$ cat src/rtl/kmd_pkg.sv
// Shared widths, kmd opcodes, status codes and state encodings for the host link.
// Imported by every RTL block that needs a typed field or a command constant.

package kmd_pkg;

  typedef logic [7:0]  byte_t;        // One UART byte
  typedef logic [15:0] mem_addr_t;    // Memory address bus
  typedef logic [31:0] mem_data_t;    // Memory data word, up to 4-byte elements
  typedef logic [31:0] step_count_t;  // CPU step counters
  typedef logic [15:0] elem_count_t;  // Elements in one memory transfer

  // Run status as reported to the host
  typedef enum logic [7:0] {
    STATUS_RESET   = 8'h00,
    STATUS_STOPPED = 8'h01,
    STATUS_RUNNING = 8'h80
  } cpu_status_t;

  localparam byte_t CMD_NOP          = 8'h00;
  localparam byte_t CMD_PING         = 8'h01;
  localparam byte_t CMD_RESET_CPU    = 8'h04;
  localparam byte_t CMD_GET_STATE    = 8'h20;
  localparam byte_t CMD_STOP_CPU     = 8'h21;
  localparam byte_t CMD_PAUSE_CPU    = 8'h22;
  localparam byte_t CMD_CONTINUE_CPU = 8'h23;
  localparam byte_t CMD_MEM_WRITE    = 8'h40;  // Low two bits give element size
  localparam byte_t CMD_MEM_READ     = 8'h48;  // Low two bits give element size
  localparam byte_t CMD_RUN          = 8'h50;

  localparam logic [31:0] PING_REPLY = "OK00";  // Sent first character first

  localparam int PROC_CLK_PHASES     = 8;  // Clk cycles per CPU clock period
  localparam int PROC_CLK_HIGH_FIRST = 5;
  localparam int PROC_CLK_HIGH_LAST  = 7;
  localparam int STEP_END_PHASE      = 6;  // Instruction boundary sampled here

  // Command FSM states
  typedef enum logic [2:0] {
    ST_IDLE,        // Wait for a command byte
    ST_ARGS,        // Collect RUN or memory arguments
    ST_REPLY,       // Start one reply byte
    ST_REPLY_WAIT,  // Wait for reply byte handshake
    ST_WR_BYTE,     // Gather bytes of a write element
    ST_WR_NEXT,     // Write strobe and address step
    ST_RD_SEND,     // Start one byte of a read element
    ST_RD_WAIT      // Wait for read byte handshake
  } cmd_state_t;

endpackage

$ cat src/rtl/ackie_top.sv
// Top level of the debug host link. Connects the UART byte port, the kmd command
// engine and CPU run control; the CPU and its memory attach on the outside ports.

`timescale 1ns/1ps

module ackie_top (
  input  logic               Clk,
  input  logic               proc_reset,
  input  kmd_pkg::byte_t     byte_in,
  input  logic               rx_req,
  output logic               rx_ack,
  input  logic               tx_ack,
  output logic               tx_req,
  output kmd_pkg::byte_t     byte_out,
  output kmd_pkg::mem_addr_t mem_addr,
  output kmd_pkg::mem_data_t mem_dout,
  output logic               mem_wen,
  input  kmd_pkg::mem_data_t mem_din,
  input  logic               proc_fetch,
  output logic               proc_clk,
  output logic               cpu_reset
);
  import kmd_pkg::*;

  byte_t       rx_byte;
  logic        rx_valid;
  byte_t       tx_byte;
  logic        tx_start;
  logic        tx_done;
  logic        run_req;
  step_count_t run_steps;
  logic        stop_req;
  logic        pause_req;
  logic        continue_req;
  logic        reset_req;
  cpu_status_t cpu_status;
  step_count_t steps_remain;
  step_count_t steps_since_reset;

  uart_byte_port u_port (
    .Clk        (Clk),
    .proc_reset (proc_reset),
    .byte_in    (byte_in),
    .rx_req     (rx_req),
    .rx_ack     (rx_ack),
    .tx_ack     (tx_ack),
    .tx_req     (tx_req),
    .byte_out   (byte_out),
    .rx_byte    (rx_byte),
    .rx_valid   (rx_valid),
    .tx_byte    (tx_byte),
    .tx_start   (tx_start),
    .tx_done    (tx_done)
  );

  kmd_command_fsm u_fsm (
    .Clk               (Clk),
    .proc_reset        (proc_reset),
    .rx_byte           (rx_byte),
    .rx_valid          (rx_valid),
    .tx_byte           (tx_byte),
    .tx_start          (tx_start),
    .tx_done           (tx_done),
    .mem_addr          (mem_addr),
    .mem_dout          (mem_dout),
    .mem_wen           (mem_wen),
    .mem_din           (mem_din),
    .run_req           (run_req),
    .run_steps         (run_steps),
    .stop_req          (stop_req),
    .pause_req         (pause_req),
    .continue_req      (continue_req),
    .reset_req         (reset_req),
    .cpu_status        (cpu_status),
    .steps_remain      (steps_remain),
    .steps_since_reset (steps_since_reset)
  );

  run_control u_run (
    .Clk               (Clk),
    .proc_reset        (proc_reset),
    .run_req           (run_req),
    .run_steps         (run_steps),
    .stop_req          (stop_req),
    .pause_req         (pause_req),
    .continue_req      (continue_req),
    .reset_req         (reset_req),
    .proc_fetch        (proc_fetch),
    .proc_clk          (proc_clk),
    .cpu_reset         (cpu_reset),
    .cpu_status        (cpu_status),
    .steps_remain      (steps_remain),
    .steps_since_reset (steps_since_reset)
  );

endmodule

$ cat src/rtl/cpu_clock_gen.sv
// CPU clock divider. An eight-phase counter drives proc_clk high late in each period
// and flags the instruction boundary so run control can count and stop on steps.

`timescale 1ns/1ps

module cpu_clock_gen (
  input  logic Clk,
  input  logic proc_reset,
  input  logic clk_enable,  // Phase advances only while set
  input  logic restart,     // Back to phase 0, clock low
  input  logic proc_fetch,  // CPU at an instruction boundary
  output logic proc_clk,
  output logic step_end
);
  import kmd_pkg::*;

  logic [$clog2(PROC_CLK_PHASES)-1:0] phase;       // Current phase of CPU clock
  logic [$clog2(PROC_CLK_PHASES)-1:0] phase_next;

  always_comb
  begin
    if (restart)
      phase_next = '0;
    else if (!clk_enable)
      phase_next = phase;                    // Hold, clock level frozen
    else if (phase == PROC_CLK_PHASES - 1)
      phase_next = '0;                       // Wrap to start of next period
    else
      phase_next = phase + 1'b1;
  end

  always_ff @(posedge Clk)
  begin
    if (proc_reset)
    begin
      phase    <= '0;
      proc_clk <= 1'b0;
    end
    else
    begin
      phase    <= phase_next;
      proc_clk <= (phase_next >= PROC_CLK_HIGH_FIRST) && (phase_next <= PROC_CLK_HIGH_LAST);
    end
  end

  // One full instruction done, only while the clock is really advancing
  assign step_end = clk_enable && !restart && proc_fetch && (phase == STEP_END_PHASE);

endmodule

$ cat src/rtl/kmd_command_fsm.sv
// kmd command engine. Decodes host command bytes, gathers arguments, sends replies
// and walks memory reads and writes element by element, low byte first.
// Run requests go to run control as single-cycle pulses.

`timescale 1ns/1ps

module kmd_command_fsm (
  input  logic                 Clk,
  input  logic                 proc_reset,
  input  kmd_pkg::byte_t       rx_byte,
  input  logic                 rx_valid,
  output kmd_pkg::byte_t       tx_byte,
  output logic                 tx_start,
  input  logic                 tx_done,
  output kmd_pkg::mem_addr_t   mem_addr,
  output kmd_pkg::mem_data_t   mem_dout,
  output logic                 mem_wen,
  input  kmd_pkg::mem_data_t   mem_din,
  output logic                 run_req,
  output kmd_pkg::step_count_t run_steps,
  output logic                 stop_req,
  output logic                 pause_req,
  output logic                 continue_req,
  output logic                 reset_req,
  input  kmd_pkg::cpu_status_t cpu_status,
  input  kmd_pkg::step_count_t steps_remain,
  input  kmd_pkg::step_count_t steps_since_reset
);
  import kmd_pkg::*;

  cmd_state_t  state;
  byte_t       cmd;         // Opcode being served
  logic [71:0] msg;         // Reply, next byte in the top lane
  logic [3:0]  msg_left;    // Reply bytes still to send
  logic [47:0] arg_sr;      // Argument bytes shift in from the top
  logic [47:0] arg_next;
  logic [2:0]  arg_left;    // Argument bytes still expected
  elem_count_t elem_left;   // Elements still to transfer
  logic [2:0]  elem_size;   // Bytes per element, 1 2 or 4
  logic [1:0]  byte_sel;    // Byte lane within current element
  logic        last_byte;

  // Counters go out low byte first, reply is shifted out from the top
  function automatic step_count_t byte_swap(input step_count_t v);
    return {v[7:0], v[15:8], v[23:16], v[31:24]};
  endfunction

  assign arg_next  = {rx_byte, arg_sr[47:8]};
  assign last_byte = ({1'b0, byte_sel} == elem_size - 3'd1);

  always_ff @(posedge Clk)
  begin
    if (proc_reset)
    begin
      state        <= ST_IDLE;
      msg_left     <= '0;
      arg_left     <= '0;
      elem_left    <= '0;
      byte_sel     <= '0;
      tx_start     <= 1'b0;
      mem_wen      <= 1'b0;
      run_req      <= 1'b0;
      stop_req     <= 1'b0;
      pause_req    <= 1'b0;
      continue_req <= 1'b0;
      reset_req    <= 1'b0;
    end
    else
    begin
      tx_start     <= 1'b0;  // All strobes last one cycle
      mem_wen      <= 1'b0;
      run_req      <= 1'b0;
      stop_req     <= 1'b0;
      pause_req    <= 1'b0;
      continue_req <= 1'b0;
      reset_req    <= 1'b0;
      case (state)
        ST_IDLE:
          if (rx_valid)
          begin
            cmd <= rx_byte;
            case (rx_byte)
              CMD_NOP: ;
              CMD_PING:
              begin
                msg      <= {PING_REPLY, 40'h0};
                msg_left <= 4'd4;
                state    <= ST_REPLY;
              end
              CMD_GET_STATE:
              begin
                msg      <= {cpu_status, byte_swap(steps_remain), byte_swap(steps_since_reset)};
                msg_left <= 4'd9;
                state    <= ST_REPLY;
              end
              CMD_RESET_CPU:    reset_req    <= 1'b1;
              CMD_STOP_CPU:     stop_req     <= 1'b1;
              CMD_PAUSE_CPU:    pause_req    <= 1'b1;
              CMD_CONTINUE_CPU: continue_req <= 1'b1;
              CMD_RUN:
              begin
                arg_left <= 3'd4;              // Step count
                state    <= ST_ARGS;
              end
              default:
                // Memory access, size code 3 falls through as NOP
                if ((rx_byte[7:2] == CMD_MEM_WRITE[7:2] || rx_byte[7:2] == CMD_MEM_READ[7:2])
                    && rx_byte[1:0] != 2'b11)
                begin
                  elem_size <= 3'd1 << rx_byte[1:0];
                  arg_left  <= 3'd6;           // Address then element count
                  state     <= ST_ARGS;
                end
            endcase
          end
        ST_ARGS:
          if (rx_valid)
          begin
            arg_sr   <= arg_next;
            arg_left <= arg_left - 1'b1;
            if (arg_left == 3'd1)
            begin
              if (cmd == CMD_RUN)
              begin
                run_steps <= arg_next[47:16];
                run_req   <= 1'b1;
                state     <= ST_IDLE;
              end
              else
              begin
                mem_addr  <= arg_next[15:0];   // Upper address bytes ignored
                elem_left <= arg_next[47:32];
                byte_sel  <= '0;
                mem_dout  <= '0;
                if (arg_next[47:32] == '0)
                  state <= ST_IDLE;            // Empty transfer, no traffic
                else if (cmd[3])
                  state <= ST_RD_SEND;
                else
                  state <= ST_WR_BYTE;
              end
            end
          end
        ST_REPLY:
        begin
          tx_byte  <= msg[71:64];
          msg      <= {msg[63:0], 8'h00};
          tx_start <= 1'b1;
          state    <= ST_REPLY_WAIT;
        end
        ST_REPLY_WAIT:
          if (tx_done)
          begin
            msg_left <= msg_left - 1'b1;
            state    <= (msg_left == 4'd1) ? ST_IDLE : ST_REPLY;
          end
        ST_WR_BYTE:
          if (rx_valid)
          begin
            mem_dout[{byte_sel, 3'b000} +: 8] <= rx_byte;  // Upper lanes stay zero
            if (last_byte)
            begin
              mem_wen <= 1'b1;
              state   <= ST_WR_NEXT;
            end
            else
              byte_sel <= byte_sel + 1'b1;
          end
        ST_WR_NEXT:
        begin
          mem_addr  <= mem_addr + 1'b1;        // Strobe used the old address
          mem_dout  <= '0;
          byte_sel  <= '0;
          elem_left <= elem_left - 1'b1;
          state     <= (elem_left == 16'd1) ? ST_IDLE : ST_WR_BYTE;
        end
        ST_RD_SEND:
        begin
          tx_byte  <= mem_din[{byte_sel, 3'b000} +: 8];
          tx_start <= 1'b1;
          state    <= ST_RD_WAIT;
        end
        ST_RD_WAIT:
          if (tx_done)
          begin
            if (last_byte)
            begin
              byte_sel  <= '0;
              mem_addr  <= mem_addr + 1'b1;
              elem_left <= elem_left - 1'b1;
              state     <= (elem_left == 16'd1) ? ST_IDLE : ST_RD_SEND;
            end
            else
            begin
              byte_sel <= byte_sel + 1'b1;
              state    <= ST_RD_SEND;
            end
          end
        default: state <= ST_IDLE;
      endcase
    end
  end

endmodule

$ cat src/rtl/run_control.sv
// Run controller for the CPU under debug. Keeps run status and step counters and
// applies run, stop, pause, continue and reset requests at instruction boundaries.

`timescale 1ns/1ps

module run_control (
  input  logic                 Clk,
  input  logic                 proc_reset,
  input  logic                 run_req,
  input  kmd_pkg::step_count_t run_steps,     // 0 runs forever
  input  logic                 stop_req,
  input  logic                 pause_req,
  input  logic                 continue_req,
  input  logic                 reset_req,
  input  logic                 proc_fetch,
  output logic                 proc_clk,
  output logic                 cpu_reset,
  output kmd_pkg::cpu_status_t cpu_status,
  output kmd_pkg::step_count_t steps_remain,
  output kmd_pkg::step_count_t steps_since_reset
);
  import kmd_pkg::*;

  logic        clk_enable;
  logic        restart;
  logic        step_end;
  logic        run_forever;  // Current run has no step limit
  logic        stop_pend;    // Stop at next boundary
  logic        pause_pend;   // Pause at next boundary
  step_count_t remain_next;

  assign clk_enable  = (cpu_status == STATUS_RUNNING);
  assign restart     = run_req || reset_req;  // Fresh period for a new run or reset step
  assign remain_next = run_forever ? steps_remain : steps_remain - 1'b1;

  cpu_clock_gen u_clk_gen (
    .Clk        (Clk),
    .proc_reset (proc_reset),
    .clk_enable (clk_enable),
    .restart    (restart),
    .proc_fetch (proc_fetch),
    .proc_clk   (proc_clk),
    .step_end   (step_end)
  );

  always_ff @(posedge Clk)
  begin
    if (proc_reset)
    begin
      cpu_status        <= STATUS_RESET;
      steps_remain      <= '0;
      steps_since_reset <= '0;
      run_forever       <= 1'b0;
      stop_pend         <= 1'b0;
      pause_pend        <= 1'b0;
      cpu_reset         <= 1'b0;
    end
    else
    begin
      if (step_end)
      begin
        if (cpu_reset)                             // Reset step finished
        begin
          cpu_status        <= STATUS_STOPPED;
          steps_remain      <= '0;
          steps_since_reset <= '0;
        end
        else
        begin
          steps_since_reset <= steps_since_reset + 1'b1;
          steps_remain      <= remain_next;
          if (stop_pend)
          begin
            steps_remain <= '0;                    // Stop discards what is left
            cpu_status   <= STATUS_STOPPED;
            stop_pend    <= 1'b0;
            pause_pend   <= 1'b0;
          end
          else if (pause_pend)
          begin
            cpu_status <= STATUS_STOPPED;          // Remaining count kept for continue
            pause_pend <= 1'b0;
          end
          else if (!run_forever && steps_remain == 32'd1)
            cpu_status <= STATUS_STOPPED;          // Last step of a finite run
        end
      end
      // Requests override the boundary update where they collide
      if (reset_req)
      begin
        cpu_reset         <= 1'b1;                 // Held until next RUN
        cpu_status        <= STATUS_RUNNING;
        steps_remain      <= 32'd1;                // Exactly one reset step
        steps_since_reset <= '0;
        run_forever       <= 1'b0;
        stop_pend         <= 1'b0;
        pause_pend        <= 1'b0;
      end
      else if (run_req)
      begin
        cpu_reset    <= 1'b0;
        cpu_status   <= STATUS_RUNNING;
        steps_remain <= run_steps;
        run_forever  <= (run_steps == '0);
        stop_pend    <= 1'b0;
        pause_pend   <= 1'b0;
      end
      else if (stop_req)
      begin
        if (clk_enable)
          stop_pend <= 1'b1;
        else
          steps_remain <= '0;                      // Already idle, just drop the count
      end
      else if (pause_req && clk_enable)
        pause_pend <= 1'b1;
      else if (continue_req && !clk_enable && (steps_remain != '0 || run_forever))
        cpu_status <= STATUS_RUNNING;
    end
  end

endmodule

$ cat src/rtl/uart_byte_port.sv
// Byte port to the host UART. Runs the four-phase rx_req/rx_ack and tx_req/tx_ack
// handshakes and presents whole bytes to the command FSM as single-cycle strobes.

`timescale 1ns/1ps

module uart_byte_port (
  input  logic           Clk,
  input  logic           proc_reset,
  input  kmd_pkg::byte_t byte_in,
  input  logic           rx_req,
  output logic           rx_ack,
  input  logic           tx_ack,
  output logic           tx_req,
  output kmd_pkg::byte_t byte_out,
  output kmd_pkg::byte_t rx_byte,
  output logic           rx_valid,
  input  kmd_pkg::byte_t tx_byte,
  input  logic           tx_start,
  output logic           tx_done
);

  logic tx_pend;  // Byte loaded, waiting for tx_ack to be low

  // Receive side, byte captured on rx_req and handed on when the host lets go
  always_ff @(posedge Clk)
  begin
    if (proc_reset)
    begin
      rx_ack   <= 1'b0;
      rx_valid <= 1'b0;
      rx_byte  <= '0;
    end
    else
    begin
      rx_valid <= 1'b0;
      if (rx_req && !rx_ack)
      begin
        rx_byte <= byte_in;   // Held until rx_req drops
        rx_ack  <= 1'b1;
      end
      else if (!rx_req && rx_ack)
      begin
        rx_ack   <= 1'b0;
        rx_valid <= 1'b1;     // Handshake complete, byte to the FSM
      end
    end
  end

  // Transmit side
  always_ff @(posedge Clk)
  begin
    if (proc_reset)
    begin
      tx_req   <= 1'b0;
      tx_pend  <= 1'b0;
      tx_done  <= 1'b0;
      byte_out <= '0;
    end
    else
    begin
      tx_done <= 1'b0;
      if (tx_start && !tx_pend && !tx_req)
      begin
        byte_out <= tx_byte;  // Only taken while idle
        tx_pend  <= 1'b1;
      end
      else if (tx_pend && !tx_ack)
      begin
        tx_pend <= 1'b0;
        tx_req  <= 1'b1;      // Previous acknowledge is over
      end
      else if (tx_req && tx_ack)
      begin
        tx_req  <= 1'b0;
        tx_done <= 1'b1;
      end
    end
  end

endmodule

$ cat config.mk
export PLATFORM = sky130hd
export DESIGN_NAME = ackie_top
export DESIGN_NICKNAME = d
export VERILOG_FILES = /design/src/rtl/kmd_pkg.sv /design/src/rtl/ackie_top.sv /design/src/rtl/cpu_clock_gen.sv /design/src/rtl/kmd_command_fsm.sv /design/src/rtl/run_control.sv /design/src/rtl/uart_byte_port.sv
export SDC_FILE = /design/constraint.sdc
export NUM_CORES = 1
export LEC_CHECK = 0
export ABC_CLOCK_PERIOD_IN_PS = 22900
export BUFFER_PORTS_ARGS = -buffer_cell sky130_fd_sc_hd__buf_4
export CORE_MARGIN = 2
export CORE_UTILIZATION = 50
export DETAILED_ROUTE_END_ITERATION = 6
export PLACE_DENSITY = 0.68
export SLEW_MARGIN = 20
export SYNTH_ARGS = -nofsm -noshare
export SYNTH_HDL_FRONTEND = slang
export SYNTH_HIERARCHICAL = 1
export SYNTH_SLANG_ARGS = --single-unit
$ cat constraint.sdc
create_clock -name Clk -period 22.9 [get_ports Clk]
set_clock_uncertainty 0.1 [all_clocks]
set_input_delay 2.29 -clock Clk [delete_from_list [all_inputs] [get_ports Clk]]
set_output_delay 2.29 -clock Clk [all_outputs]
set_load 0.02 [all_outputs]
==> insert_results.sql <==
INSERT INTO impl_metrics (metric_group, metric, value, unit) VALUES
('status', 'run_status', 'completed', ''),
('synthesis', 'synth_enable_flop_cells', '211', ''),
('synthesis', 'synth_top_area_share', '40.3', '%'),
('place', 'place_worst_setup_slack', '18.03', 'ns'),
('synthesis', 'synth.cell_area', '15700', 'sq um'),
('finish', 'n_antenna_cell', '0', ''),
('place', 'placed_area', '16800', 'sq um'),
('cts', 'cts_buffers', '38', ''),
('critical_path', 'crit_path_max_incr_delay', '0.91', 'ns'),
('finish', 'total_number_of_nets_in_the_final_design', '1654', ''),
('synthesis', 'synth.cells.most_frequent', 'sky130_fd_sc_hd__edfxtp_1, sky130_fd_sc_hd__nand2_1, sky130_fd_sc_hd__nor2_1, sky130_fd_sc_hd__dfxtp_1', ''),
('cts', 'clk_pin_slew_worst_paths', '0.06', 'ns'),
('drt', 'routed-via-count', '11500', ''),
('synthesis', 'synth_seq_area_share', '57.6', '%'),
('finish', 'fin_area', '18100', 'sq um'),
('sta', 'fin_hold_ws', '0.345', 'ns'),
('cts', 'clock_tree.root_cell', 'sky130_fd_sc_hd__clkbuf_16', ''),
('synthesis', 'ys_warn_count', '6', ''),
('sta', 'slew_headroom', '30.5', '%'),
('drt', 'drt_first_iter_violations', '1023', ''),
('cts', 'post_cts_buffers', '0', ''),
('critical_path', 'worstReg2RegEnd', 'u_run/steps_since_reset[28]', ''),
('place', 'detailed_placement_hpwl', '23.6', 'mm'),
('critical_path', 'start_point_of_the_critical_path', 'proc_reset', ''),
('synthesis', 'top_cells_by_area_in_the_synthesized_netlist', 'sky130_fd_sc_hd__edfxtp_1, sky130_fd_sc_hd__dfxtp_1, sky130_fd_sc_hd__nand2_1, sky130_fd_sc_hd__nor2_1, sky130_fd_sc_hd__a21oi_1', ''),
('power_and_ir_drop', 'p_per_area', '72.6', 'nW/um^2'),
('synthesis', 'postSynthAreaPerCell', '10.4', 'sq um'),
('cts', 'cts-hold-fix-buffers', '0', ''),
('critical_path', 'timing.critical_path.required', '23.26', 'ns'),
('critical_path', 'worstSetupEndpointType', 'register', ''),
('synthesis', 'yosysTopAreaCell', 'sky130_fd_sc_hd__edfxtp_1', ''),
('drt', 'route.detailed.wl_per_inst', '18.2', 'microns'),
('synthesis', 'syn_nets', '1577', ''),
('place', 'placement.io_buffers', '105', ''),
('grt', 'grt_pass1_wl', '58.9', 'mm'),
('synthesis', 'ys_dominant_reg_cell', 'sky130_fd_sc_hd__edfxtp_1', ''),
('synthesis', 'yosys.cell_count.top_type', 'sky130_fd_sc_hd__edfxtp_1', ''),
('cts', 'cts_tree', 'yes', ''),
('drt', 'detail_route.drc_violations', '0', ''),
('grt', 'grt.overflow.total', '0', ''),
('synthesis', 'ys_seq_elements', '347', ''),
('critical_path', 'setup.reg_to_reg.worst_slack', '18.66', 'ns'),
('grt', 'maximum_number_of_pins_on_one_net_before_global_route_repair', '75', ''),
('synthesis', 'synthDistinctLibCells', '75', ''),
('sta', 'finalSetupViolations', '0', ''),
('critical_path', 'worstRegToRegCells', '10', ''),
('drt', 'wirelength', '36.6', 'mm'),
('floorplanning', 'fp.dieW', '181', 'microns'),
('critical_path', 'worstPathMaxFanout', '70', ''),
('critical_path', 'critical_path.cell_chain', 'buf_4 -> or2_2 -> nand4b_1 -> a311oi_1 -> a21o_1', ''),
('finish', 'finish.utilization', '58.9', '%'),
('floorplanning', 'floorplan.core_area', '30700', 'sq um'),
('cts', 'cts-htree-levels', '2', ''),
('min_path', 'worst_hold_path_startpoint', 'u_fsm/arg_sr[32]', ''),
('min_path', 'timing.hold.worst_endpoint', 'u_fsm/run_steps[8]', ''),
('sta', 'timing.final.crit_share', '19.1', '%'),
('floorplanning', 'initial_core_utilization', '51.2', '%'),
('synthesis', 'netlist_instances', '1511', ''),
('sta', 'tns', '0', 'ns'),
('cts', 'clk-insertion-delay-late', '0.51', 'ns'),
('place', 'gp_routability_congestion', '0.877', ''),
('cts', 'postCtsResizedCells', '0', ''),
('critical_path', 'path_class', 'input pin to register', ''),
('critical_path', 'crit_path_top_delay_cell', 'sky130_fd_sc_hd__nand4b_1', ''),
('sta', 'worst_pin_slew', '1.04', 'ns'),
('grt', 'total_routing_resource_utilization_after_global_routing', '22.1', '%'),
('grt', 'antenna_found_initial', '0', ''),
('run', 'max_cap_viol_count', '0', ''),
('drt', 'routed_via_density', '5.73', ''),
('sta', 'layout_setup_ws', '18.53', 'ns'),
('sta', 'grt_setup_unrepaired', 'no', '');
==> how the worst max path moves through the flow <==
stage | to | cells after the start
after floorplan | u_fsm/msg[0] | 2
after global placement | u_run/steps_remain[12] | 5
after detailed placement | u_run/steps_remain[12] | 5
after CTS | u_run/steps_remain[12] | 5
after global routing | u_run/steps_remain[12] | 5
final | u_run/steps_remain[12] | 5
==> per-layer routing <==
layer / vias up / track usage, % / routed length, microns
li1: 5575 / - / -
met1: 5559 / 28.7 / 15900
met2: 333 / 37.8 / 17700
met3: 74 / 3.89 / 2050
met4: 0 / 7.25 / 958
met5: - / 0 / 0
==> registers in the layout, indices dropped and copies added (netlist names), 4 cells and up <==
register,flops
u_run/steps_since_reset,32
u_fsm/msg_left,4
u_port/rx_byte,8
u_fsm/arg_sr,40
u_run/cpu_status,8
u_fsm/tx_byte,8
u_fsm/run_steps,32
u_fsm/elem_left,16
u_fsm/cmd,8
u_run/steps_remain,32
u_fsm/msg,72
u_fsm/mem_addr,16
u_port/byte_out,8
u_fsm/mem_dout,32
==> layout make-up <==
class | instances | area [sq um]
fillers | 2591 | 12600
flip-flops and latches | 347 | 9060
well taps | 396 | 495
clock inverters | 18 | 220
clock buffers | 51 | 1060
inverters | 28 | 105
multi-input cells | 1054 | 6270
repair buffers | 119 | 906
==> stage by stage <==
| stage | total power [mW] | instances |
|---|---|---|
| after floorplan | 0.690 | 1511 |
| after global placement | 0.703 | 1943 |
| after detailed placement | 0.704 | 1944 |
| after CTS | 1.33 | 2013 |
| after global routing | 1.35 | 2013 |
| final | 1.31 | 2013 |
==> worst max-delay path: cells and delay by family <==
family | cells | cell delay [ns]
AOI/OAI and AO/OA | 2 | 0.65
and+or+nand+nor | 2 | 1.46
buffers and inverters | 1 | 0.29
==> where the power goes <==
group / internal (mW) / switching [mW] / total (mW)
combinational: 0.0120 / 0.0146 / 0.0266
sequential: 0.658 / 0.00560 / 0.664
clock: 0.383 / 0.241 / 0.624
total: 1.05 / 0.261 / 1.31
==> kinds of logic (layout without fill, tap and decap cells) <==
| group | Yosys count | count (layout) | synth area share (%) |
|---|---|---|---|
| AOI/OAI and AO/OA | 215 | 215 | 8.04 |
| xor gates and xnor gates | 62 | 62 | 3.45 |
| adders and majority gates | 21 | 21 | 1.67 |
| buffers and inverters | 110 | 216 | 2.83 |
| DFF | 347 | 347 | 57.6 |
| muxes | 37 | 37 | 3.07 |
| and+or+nand+nor | 719 | 719 | 23.4 |
==> cells in the final DEF, fill, tap and decap left out, types with 18 or more instances in the layout <==
cell type and n:
sky130_fd_sc_hd__mux2i_1 19, sky130_fd_sc_hd__nand2b_1 30, sky130_fd_sc_hd__o21ai_0 73, sky130_fd_sc_hd__nand4_1 31, sky130_fd_sc_hd__ha_1 21, sky130_fd_sc_hd__nor3_1 43
sky130_fd_sc_hd__buf_4 118, sky130_fd_sc_hd__clkbuf_16 40, sky130_fd_sc_hd__xor2_1 44, sky130_fd_sc_hd__nor2_1 155, sky130_fd_sc_hd__dfxtp_1 136, sky130_fd_sc_hd__nor2b_1 39
sky130_fd_sc_hd__a21oi_1 79, sky130_fd_sc_hd__nand2_1 200, sky130_fd_sc_hd__nand3_1 79, sky130_fd_sc_hd__and3_1 18, sky130_fd_sc_hd__edfxtp_1 211, sky130_fd_sc_hd__inv_1 28
sky130_fd_sc_hd__xnor2_1 18
Power figures use the tool's default switching activity.
